[config.mk]
export PLATFORM = sky130hd
export DESIGN_NAME = final_norm_top
export DESIGN_NICKNAME = d
export VERILOG_FILES = /design/src/hw/fp_norm_pkg.sv /design/src/hw/lead_stage_if.sv /design/src/hw/final_norm_top.sv /design/src/hw/leading_one_stage.sv /design/src/hw/round_stage.sv
export SDC_FILE = /design/constraint.sdc
export NUM_CORES = 1
export LEC_CHECK = 0
export ABC_AREA = 1
export BUFFER_PORTS_ARGS = -buffer_cell sky130_fd_sc_hd__buf_4
export CORE_AREA = 2 2 110 112
export DETAILED_ROUTE_END_ITERATION = 7
export DIE_AREA = 0 0 112 114
export PLACE_DENSITY = 0.45
export RECOVER_POWER = 50
export SETUP_SLACK_MARGIN = 0.3
export SLEW_MARGIN = 20
export SYNTH_ARGS = -nofsm -noshare
export SYNTH_HDL_FRONTEND = slang
export SYNTH_SLANG_ARGS = --single-unit
[constraint.sdc]
create_clock -name i_clk -period 2.7 [get_ports i_clk]
set_input_delay 0.135 -clock i_clk [delete_from_list [all_inputs] [get_ports i_clk]]
set_output_delay 0.135 -clock i_clk [all_outputs]
set_load 0.05 [all_outputs]
[src/hw/fp_norm_pkg.sv]
package fp_norm_pkg;

    // raw significand sum from the adder, two's complement
    localparam int SUM_W = 19;
    typedef logic [SUM_W-1:0] sum_t;

    // magnitude after taking the sign off
    // the sum with only the top bit set does not fit here and reads as zero
    localparam int MAG_W = 18;
    typedef logic [MAG_W-1:0] mag_t;

    // leading-one detector covers magnitude bits 17 down to 3
    localparam int LEAD_W = 15;
    typedef logic [LEAD_W-1:0] lead_t;

    // magnitude bit that lead index 0 stands for
    localparam int LEAD_LSB = 3;

    // normalized significand, leading one in the top bit
    localparam int MANT_W = 11;
    typedef logic [MANT_W-1:0] mant_t;

    // rounded significand with room for the rounding carry
    localparam int RND_W = MANT_W + 1;
    typedef logic [RND_W-1:0] rnd_t;

    // signed exponent adjustment, -10 up to +4
    localparam int EXP_W = 5;
    typedef logic signed [EXP_W-1:0] exp_adj_t;

    // leading one at this magnitude bit means no exponent change
    localparam int NO_SHIFT_POS = 13;

    // round bit position once the leading one sits in the top magnitude bit
    // guard is the bit just above, sticky covers all the bits below
    localparam int ROUND_POS = MAG_W - 1 - MANT_W;

endpackage

[src/hw/lead_stage_if.sv]
`timescale 1ns/1ps

// stage one results handed to the rounding stage
// no handshake here, the pipeline never stalls internally
interface lead_stage_if import fp_norm_pkg::*; ();

    // one cycle strobe per accepted sum
    logic  valid;
    // sign of the original sum
    logic  sign;
    // unsigned magnitude, bits 17..0
    mag_t  mag;
    // one-hot leading position, index k is magnitude bit k+3
    lead_t lead;

    // driven by leading_one_stage
    modport producer (
        output valid,
        output sign,
        output mag,
        output lead
    );

    // read by round_stage
    modport consumer (
        input valid,
        input sign,
        input mag,
        input lead
    );

endinterface

[src/hw/final_norm_top.sv]
`timescale 1ns/1ps

module final_norm_top import fp_norm_pkg::*; #(
    // slots in the downstream buffer
    parameter int CREDITS = 4
) (
    input  logic     i_clk,
    input  logic     i_reset,

    // upstream side
    input  logic     i_valid,
    input  sum_t     i_sum,
    output logic     o_ready,

    // downstream side
    output logic     o_valid,
    output logic     o_sign,
    output mant_t    o_mant,
    output exp_adj_t o_exp_adj,
    output logic     o_exp_carry,
    input  logic     i_credit
);

    // wide enough to hold the full credit count
    localparam int CNT_W = $clog2(CREDITS + 1);

    logic [CNT_W-1:0] credit_cnt;
    logic             accept;

    // link between the two pipeline stages
    lead_stage_if u_lead_if ();

    // ready while at least one downstream slot is free
    assign o_ready = (credit_cnt != '0);

    // handshake on the input side
    assign accept = i_valid & o_ready;

    // each accept spends a credit and each returned pulse gives one back
    // both in the same cycle leave the count unchanged
    always_ff @(posedge i_clk) begin
        if (i_reset) begin
            credit_cnt <= CNT_W'(CREDITS);
        end else begin
            case ({accept, i_credit})
                2'b10: credit_cnt <= credit_cnt - CNT_W'(1);
                2'b01: credit_cnt <= credit_cnt + CNT_W'(1);
                default: credit_cnt <= credit_cnt;
            endcase
        end
    end

    // sign, magnitude and leading one detection
    leading_one_stage u_leading_one_stage (
        .i_clk    (i_clk),
        .i_reset  (i_reset),
        .i_accept (accept),
        .i_sum    (i_sum),
        .o_lead   (u_lead_if.producer)
    );

    // normalize, exponent adjust and round
    // results appear two cycles after the accept edge
    round_stage u_round_stage (
        .i_clk       (i_clk),
        .i_reset     (i_reset),
        .i_lead      (u_lead_if.consumer),
        .o_valid     (o_valid),
        .o_sign      (o_sign),
        .o_exp_carry (o_exp_carry),
        .o_mant      (o_mant),
        .o_exp_adj   (o_exp_adj)
    );

endmodule

[src/hw/leading_one_stage.sv]
`timescale 1ns/1ps

module leading_one_stage import fp_norm_pkg::*; (
    input  logic                  i_clk,
    input  logic                  i_reset,
    input  logic                  i_accept,
    input  sum_t                  i_sum,
    lead_stage_if.producer        o_lead
);

    logic  sign;
    mag_t  mag;
    lead_t lead;

    // prefix ORs over groups of magnitude bits, shared by the positions below
    logic or_17_14;
    logic or_17_11;
    logic or_17_8;
    logic or_17_5;

    // sign straight from the top bit of the sum
    assign sign = i_sum[SUM_W-1];

    // invert and increment for negative sums
    // only the low bits are kept so the single top-bit sum folds to zero
    assign mag = sign ? (~i_sum[MAG_W-1:0] + mag_t'(1)) : i_sum[MAG_W-1:0];

    // group prefixes, each one extends the previous by three bits
    assign or_17_14 = |mag[17:14];
    assign or_17_11 = or_17_14 | (|mag[13:11]);
    assign or_17_8  = or_17_11 | (|mag[10:8]);
    assign or_17_5  = or_17_8  | (|mag[7:5]);

    // one-hot leading vector
    // a position is set only when its bit is one and every higher bit is zero

    // first group, no prefix above it
    assign lead[14] = mag[17];
    assign lead[13] = mag[16] & ~mag[17];
    assign lead[12] = mag[15] & ~(|mag[17:16]);
    assign lead[11] = mag[14] & ~(|mag[17:15]);

    // bits 13..11 behind the first group prefix
    assign lead[10] = mag[13] & ~or_17_14;
    assign lead[9]  = mag[12] & ~(or_17_14 | mag[13]);
    assign lead[8]  = mag[11] & ~(or_17_14 | (|mag[13:12]));

    // bits 10..8
    assign lead[7]  = mag[10] & ~or_17_11;
    assign lead[6]  = mag[9]  & ~(or_17_11 | mag[10]);
    assign lead[5]  = mag[8]  & ~(or_17_11 | (|mag[10:9]));

    // bits 7..5
    assign lead[4]  = mag[7]  & ~or_17_8;
    assign lead[3]  = mag[6]  & ~(or_17_8 | mag[7]);
    assign lead[2]  = mag[5]  & ~(or_17_8 | (|mag[7:6]));

    // bits 4..3, anything lower is not detected
    assign lead[1]  = mag[4]  & ~or_17_5;
    assign lead[0]  = mag[3]  & ~(or_17_5 | mag[4]);

    // valid follows the accept strobe one cycle later
    always_ff @(posedge i_clk) begin
        if (i_reset) begin
            o_lead.valid <= 1'b0;
        end else begin
            o_lead.valid <= i_accept;
        end
    end

    // payload loads every cycle
    // only meaningful alongside valid
    always_ff @(posedge i_clk) begin
        o_lead.sign <= sign;
        o_lead.mag  <= mag;
        o_lead.lead <= lead;
    end

endmodule

[src/hw/round_stage.sv]
`timescale 1ns/1ps

module round_stage import fp_norm_pkg::*; (
    input  logic                  i_clk,
    input  logic                  i_reset,
    lead_stage_if.consumer        i_lead,
    output logic                  o_valid,
    output logic                  o_sign,
    output logic                  o_exp_carry,
    output mant_t                 o_mant,
    output exp_adj_t              o_exp_adj
);

    // index into the one-hot vector, 0..14
    localparam int IDX_W = $clog2(LEAD_W);

    logic [IDX_W-1:0] lead_idx;
    logic             found;

    // magnitude shifted so the leading one lands in the top bit
    mag_t             aligned;
    mant_t            window;
    exp_adj_t         exp_adj;

    logic             guard_bit;
    logic             round_bit;
    logic             sticky_bit;
    logic             round_up;

    rnd_t             rnd;
    logic             exp_carry;
    mant_t            mant;

    // encode the one-hot vector as an AND-OR over all positions
    always_comb begin
        lead_idx = '0;
        for (int k = 0; k < LEAD_W; k++) begin
            if (i_lead.lead[k]) begin
                lead_idx = lead_idx | IDX_W'(k);
            end
        end
    end

    // nothing detected when the leading one is below bit 3
    assign found = |i_lead.lead;

    // left shift by the distance from the top detectable position
    // zeros fill in below bit 0
    always_comb begin
        if (found) begin
            aligned = i_lead.mag << ((LEAD_W - 1) - int'(lead_idx));
        end else begin
            aligned = '0;
        end
    end

    // 11-bit window starting at the leading one
    assign window = aligned[MAG_W-1 -: MANT_W];

    // position minus 13, zero when no bit was found
    always_comb begin
        if (found) begin
            exp_adj = exp_adj_t'(int'(lead_idx) + LEAD_LSB - NO_SHIFT_POS);
        end else begin
            exp_adj = '0;
        end
    end

    // guard is the lsb of the window itself
    assign guard_bit  = window[0];
    // round is 11 bits below the leading one, zero if shifted in
    assign round_bit  = aligned[ROUND_POS];
    // OR of everything under the round bit
    assign sticky_bit = |aligned[ROUND_POS-1:0];

    // nearest even on G/R/S
    // patterns 011, 110 and 111 go up, the rest truncate
    assign round_up = round_bit & (guard_bit | sticky_bit);

    // extra top bit catches the carry out of an all-ones window
    assign rnd = {1'b0, window} + rnd_t'(round_up);

    assign exp_carry = rnd[RND_W-1];

    // on a carry shift right once so the leading one is back in bit 10
    always_comb begin
        if (exp_carry) begin
            mant = rnd[RND_W-1:1];
        end else begin
            mant = rnd[MANT_W-1:0];
        end
    end

    // output valid, cleared by reset
    always_ff @(posedge i_clk) begin
        if (i_reset) begin
            o_valid <= 1'b0;
        end else begin
            o_valid <= i_lead.valid;
        end
    end

    // result fields load every cycle
    always_ff @(posedge i_clk) begin
        o_sign      <= i_lead.sign;
        o_mant      <= mant;
        o_exp_adj   <= exp_adj;
        o_exp_carry <= exp_carry;
    end

endmodule

==> results_dict.tcl, run 1 <==
set metrics [dict create \
    status "finished with violations" \
    violations "negative setup slack" \
    avgSynthCellArea_um2 7.052 \
    grt_pass1_wl_mm 14.15 \
    cts_buffers 5 \
    die_area_um2 12770 \
    ant_nets 0 \
    syn_to_final_growth_pct 34.50 \
    relSlewSlack_pct 60.38 \
    finalHoldViolCount 0 \
    fillCellCount 1266 \
    slew_violations 0 \
    avgViaCountPerCell 4.603 \
    synthArstFlopShare_pct 0 \
    syn_area_um2 3427 \
    nNetsFinal 598 \
    antenna_found_initial 0 \
    worstSetupStartpoint "u_leading_one_stage.o_lead.lead[3]$_DFF_P_" \
    synthTopCellsByArea "dfxtp_1 (33%), nand3_1 (13%), nand2_1 (11%)" \
    finalPower_mw 3.982 \
    drcViolationCount 0 \
    fp.dieW_um 112 \
    crit_end "u_round_stage.o_mant[4]$_DFF_P_" \
    clk_latency_ns 0.30 \
    r2r_start "u_leading_one_stage.o_lead.lead[3]$_DFF_P_" \
    first_pass_iters 4 \
    reg2reg_slack_ns -0.04 \
    path_clk_slew_ns 0.08 \
    synth.yosys.seq_area_share_pct 32.71 \
    cts_tree "done" \
    worst_pin_slew_ns 0.5969 \
    synthCells 486 \
    cts_htree_levels 2 \
    fmax_mhz 365.1 \
    ys_seq_elements 56 \
    period_needed_ns 2.739 \
    place_congestion 0.8467 \
    io_buffers 42 \
    cp-start-kind "register" \
    synth_cell_types 44 \
    pwr_density_cell_nw_per_um2 864.0 \
    syn_nets 517 \
    setup_ws_ns -0.03890 \
    fin_area_um2 4609 \
    end_kind "register" \
    drv_cap 0 \
    grt_usage_pct 13.70 \
    cts.sinks 56 \
    setup_violations 7 \
    grt_max_degree 21 \
    routed_wl_mm 8.658 \
    synth_top_area_share_pct 32.71 \
    start_util_pct 29.26 \
    path_max_fanout 4 \
    fin_skew_ns 0.009318 \
    dpl_cell_area_um2 4121 \
    synth_edf_count 0 \
    yosys.area.top_type "dfxtp_1" \
    wire_per_inst_um 12.11 \
    yosys-top-cells-count "nand2_1 (102), nand3_1 (89), dfxtp_1 (56)" \
    drtIter0Drc 227 \
    yosys_most_used_dff "dfxtp_1" \
    grt_pass1_vias 3049 \
    fin_setup_tns_ns -0.1496 \
    dp_hpwl_mm 6.773 \
    placementRows 40 \
    ctsRootBufferMaster "clkbuf_16" \
    final_cells 715 \
    core_um2 11710 \
    arrival_ns 2.94 \
    antenna_cells 0 \
    hold_class "primary input to register" \
    die_h_um 114 \
    leakagePower_nw 2.125 \
    vias 3291 \
    r2r_end "u_round_stage.o_mant[4]$_DFF_P_" \
    drive_above_1_share_pct 30.11 \
    io_pins 43 \
    clockBufferDepth 2 \
    worst-r2r-cell-count 19 \
    dp_cells 690 \
    ir_drop_mv 0.4361 \
    critical_path_required_ns 2.90 \
    period_share_pct 101.4 \
    yosysMostFrequentCell "nand2_1" \
    rsz0062_at_grt "yes" \
    ys_warn_count 0 \
    grt-ovfl-total 0 \
    critPathKind "register to register" \
]
## flip-flops by register name, indices dropped and copies added, names as in the netlist
name,flops
credit_cnt,3
u_leading_one_stage.o_lead.lead,15
u_leading_one_stage.o_lead.mag,17
u_leading_one_stage.o_lead.sign,1
u_leading_one_stage.o_lead.valid,1
u_round_stage.o_exp_adj,5
u_round_stage.o_exp_carry,1
u_round_stage.o_mant,11
u_round_stage.o_sign,1
u_round_stage.o_valid,1
## stage by stage
stage	utilization, %	hold slack [ns]	worst slack (ns)
floorplan	-	0.1627	0.1115
global placement	35.19	0.2622	-0.07814
detailed placement	35.19	0.2642	-0.05620
CTS	39.04	0.01904	0.02093
global route	39.36	0.02138	-0.1987
finish	39.36	0.02184	-0.03890
## power breakdown
part	internal, mW	switching [mW]	leakage [nW]	total [mW]
Sequential	0.965	0.0463	0.466	1.01
Combinational	0.814	1.47	1.58	2.28
Clock	0.358	0.331	0.0772	0.689
## cell usage in the layout, fill, tap and decap left out, types with 3 or more instances in the layout
cell,n
buf_6,7
xor2_4,3
nand3_4,6
xnor2_1,4
dfxtp_1,55
clkbuf_16,5
a21oi_1,5
ha_1,3
nand2_2,23
nand4_1,4
nor3_1,7
inv_4,5
nor2_2,6
o21ai_0,11
xor2_1,16
nand3_2,10
o21ai_1,7
nand2_1,88
or2_2,3
inv_2,10
nor3b_1,5
inv_1,44
nor2_4,9
buf_4,53
nand2_4,11
clkbuf_1,21
nand3_1,81
nor2_1,38
ha_4,4
## final cells by class
| type | count | area (um2) | area share [%] |
|---|---|---|---|
| multi-input combinational | 360 | 2308 | 50.08 |
| sequential | 56 | 1122 | 24.35 |
| timing repair buffer | 84 | 593.1 | 12.87 |
| inverter | 60 | 242.7 | 5.266 |
| tap | 147 | 183.9 | 3.990 |
| clock buffer | 5 | 125.1 | 2.714 |
| clock inverter | 3 | 33.78 | 0.7329 |
## routing by layer
layer	share of wire (%)	GRT usage [%]	up-vias	routed length [um]
met5	0	0	-	0
met4	3.2	6.016	0	277
met3	3.7	2.604	21	324
met2	51	25.33	78	4387
met1	42	15.36	1460	3668
li1	-	-	1732	-
## what timing repair did
action	4_1_cts	5_1_grt
endpoints found under the setup margin	12	12
hold buffers	1	0
endpoints found under the hold margin	1	0
buffers inserted	10	3
gates cloned	3	0
resized for setup	32	27
pin swaps	21	27
## cell families after synthesis
kind of cell    after synthesis  share of synthesized area, %
xor+xnor                     24                         6.900
fa+ha+maj                     8                         3.140
buf+inv                      73                         9.091
flops                        56                         32.71
compound gates               28                         4.454
simple gates                297                         43.70
## worst min-delay path by stage
stage,startpoint,to,slack (ns),depth (start not counted)
5_1_grt,i_reset,credit_cnt[0]$_SDFFE_PP0P_,0.02,2
4_1_cts,i_reset,u_round_stage.o_valid$_SDFF_PP0_,0.02,2
2_1_floorplan,i_sum[0],u_leading_one_stage.o_lead.mag[0]$_DFF_P_,0.16,0
6_report,i_reset,u_round_stage.o_valid$_SDFF_PP0_,0.02,2
3_3_place_gp,i_sum[0],u_leading_one_stage.o_lead.mag[0]$_DFF_P_,0.26,1
3_5_place_dp,i_sum[0],u_leading_one_stage.o_lead.mag[0]$_DFF_P_,0.26,1
## critical path, cell delays in order (launching register included)
cell	delay, ns
dfxtp_2	0.34
nor2_4	0.11
nand3_2	0.08
nor4_4	0.31
inv_2	0.09
buf_6	0.14
ha_4	0.16
nand2_4	0.06
nand2_4	0.05
xor2_4	0.19
inv_4	0.08
buf_12	0.13
nor2_4	0.15
nand3_2	0.11
nand2_4	0.10
nand2_4	0.07
nor2_4	0.19
nand3_4	0.11
nor2_4	0.13
nor2_1	0.05
(Power assumes the default switching activity.)
==> run 2, diff against run 1 <==
--- a/config.mk
+++ b/config.mk
@@ -7,10 +7,13 @@
 export LEC_CHECK = 0
 export ABC_AREA = 1
 export BUFFER_PORTS_ARGS = -buffer_cell sky130_fd_sc_hd__buf_4
+export CELL_PAD_IN_SITES_DETAIL_PLACEMENT = 0
+export CELL_PAD_IN_SITES_GLOBAL_PLACEMENT = 1
 export CORE_AREA = 2 2 110 112
+export CTS_BUF_LIST = sky130_fd_sc_hd__clkbuf_16
 export DETAILED_ROUTE_END_ITERATION = 7
 export DIE_AREA = 0 0 112 114
-export PLACE_DENSITY = 0.45
+export PLACE_DENSITY = 0.59
 export RECOVER_POWER = 50
 export SETUP_SLACK_MARGIN = 0.3
 export SLEW_MARGIN = 20
==> results_dict.tcl, run 2 (same netlist as run 1, synthesis figures left out) <==
set metrics [dict create \
    ant_nets 0 \
    io_buffers 42 \
    fin_area_um2 4741 \
    end_kind "register" \
    relSlewSlack_pct 59.82 \
    core_um2 11710 \
    antenna_cells 0 \
    dpl_cell_area_um2 4151 \
    grt_use_met3_pct 2.179 \
    clockBufferDepth 2 \
    period_needed_ns 2.586 \
    fmax_mhz 386.7 \
    leakagePower_nw 2.192 \
    io_pins 43 \
    ctsRootBufferMaster "clkbuf_16" \
    antenna_found_initial 0 \
    timing.hold.ws_ns 0.02743 \
    drtIter0Drc 195 \
    wire_per_inst_um 12.25 \
    cts_htree_levels 2 \
    finalHoldViolCount 0 \
    pwr_density_cell_nw_per_um2 858.9 \
    largest_reg_flops 17 \
    rsz0062_at_grt "yes" \
    routed_wl_mm 8.908 \
    first_pass_iters 4 \
    final_util_pct 40.48 \
    slew_violations 0 \
    hold_class "primary input to register" \
    largest_register "u_leading_one_stage.o_lead.mag" \
    cts_tree "done" \
    grt_usage_pct 13.97 \
    setup_violations 0 \
    drive_above_1_share_pct 33.28 \
    die_h_um 114 \
    drv_cap 0 \
    layout_commonest_cell "nand2_1" \
    ir_drop_mv 0.4688 \
    place_congestion 0.8614 \
    nNetsFinal 610 \
    cts_buffers 5 \
    grt_max_degree 21 \
    critPathKind "register to register" \
    path_max_fanout 5 \
    grt_busiest_layer "met2" \
    critical_path_required_ns 2.95 \
    path_clk_slew_ns 0.08 \
    dp_hpwl_mm 6.953 \
    grt_pass1_wl_mm 14.32 \
    cp-start-kind "register" \
    use_met2_pct 26.42 \
    die_area_um2 12770 \
    worst_pin_slew_ns 0.6006 \
    grt-ovfl-total 0 \
    start_util_pct 29.26 \
    arrival_ns 2.83 \
    clk_latency_ns 0.30 \
    syn_to_final_growth_pct 38.34 \
    placementRows 40 \
    layout_common_cells "nand2_1 (89), nand3_1 (73), buf_4 (61)" \
    top_regs "u_leading_one_stage.o_lead.mag: 17 flops, u_leading_one_stage.o_lead.lead: 15 flops, u_round_stage.o_mant: 11 flops" \
    period_share_pct 95.77 \
    grt_use_met1_pct 16.09 \
    fp.dieW_um 112 \
    fin_skew_ns 0.004540 \
    cts.sinks 56 \
    drcViolationCount 0 \
    status "finished clean" \
    grt_pass1_vias 3095 \
    avgViaCountPerCell 4.560 \
    vias 3315 \
]
[run 2: worst paths after layout]
path	startpoint	to	slack (ns)	depth (start not counted)
worst max-delay path	u_leading_one_stage.o_lead.lead[2]$_DFF_P_	u_round_stage.o_mant[8]$_DFF_P_	0.11	19
worst min-delay path	i_reset	credit_cnt[0]$_SDFFE_PP0P_	0.03	2
worst max register to register	u_leading_one_stage.o_lead.lead[2]$_DFF_P_	u_round_stage.o_mant[8]$_DFF_P_	0.11	19
worst min register to register	u_leading_one_stage.o_lead.sign$_DFF_P_	u_round_stage.o_sign$_DFF_P_	0.34	0
[run 2: worst max-delay path: stages (launching register included)]
cell and delay (ns):
dfxtp_2 0.33, nor2_4 0.10, nand3_2 0.08, nor4_4 0.17, inv_2 0.08, buf_6 0.12
ha_4 0.19, nand3_4 0.12, nand2_2 0.07, o211ai_1 0.25, and2_4 0.21, nand3_4 0.07
inv_4 0.07, ha_4 0.15, nand3_4 0.08, nor2_4 0.17, nand2_1 0.07, nand2_1 0.07
nand2_1 0.06, nor2_2 0.06
[run 2: per-layer routing]
layer  vias to the layer above  share of wire (%)
met5                         -                  0
met2                        52                 52
met3                        10                3.0
li1                       1743                  -
met1                      1510                 43
met4                         0                1.3
[run 2: timing repair]
item / 4_1_cts / 5_1_grt
endpoints found under the hold margin: 1 / 0
cloned: 2 / 0
pin swaps: 23 / 30
endpoints found under the setup margin: 12 / 12
gates resized for setup: 30 / 46
hold buffers: 1 / 0
setup buffers: 7 / 15
[run 2: final cells by class]
class | count | area [um2]
Inverter | 60 | 247.7
Tap cell | 147 | 183.9
Sequential cell | 56 | 1124
Multi-Input combinational cell | 359 | 2327
Timing Repair Buffer | 97 | 705.7
Clock buffer | 5 | 125.1
Fill cell | 1281 | 6970
Clock inverter | 3 | 27.53
[run 2: power by group]
group | total (mW) | leakage (nW) | internal [mW] | switching [mW]
Sequential | 1.01 | 0.467 | 0.965 | 0.0482
Combinational | 2.38 | 1.65 | 0.880 | 1.50
Clock | 0.677 | 0.0719 | 0.353 | 0.325
Total | 4.07 | 2.19 | 2.20 | 1.87
[run 2: through the flow]
step / power, mW / worst slack [ns] / std cells / setup TNS, ns
2_1_floorplan: 2.493 / 0.1115 / 486 / 0
3_3_place_gp: 3.119 / -0.04574 / 694 / -0.2175
3_5_place_dp: 3.120 / -0.1232 / 694 / -1.046
4_1_cts: 3.949 / -0.1022 / 712 / -0.7570
5_1_grt: 4.349 / -0.08743 / 727 / -0.4106
6_report: 4.072 / 0.1143 / 727 / 0
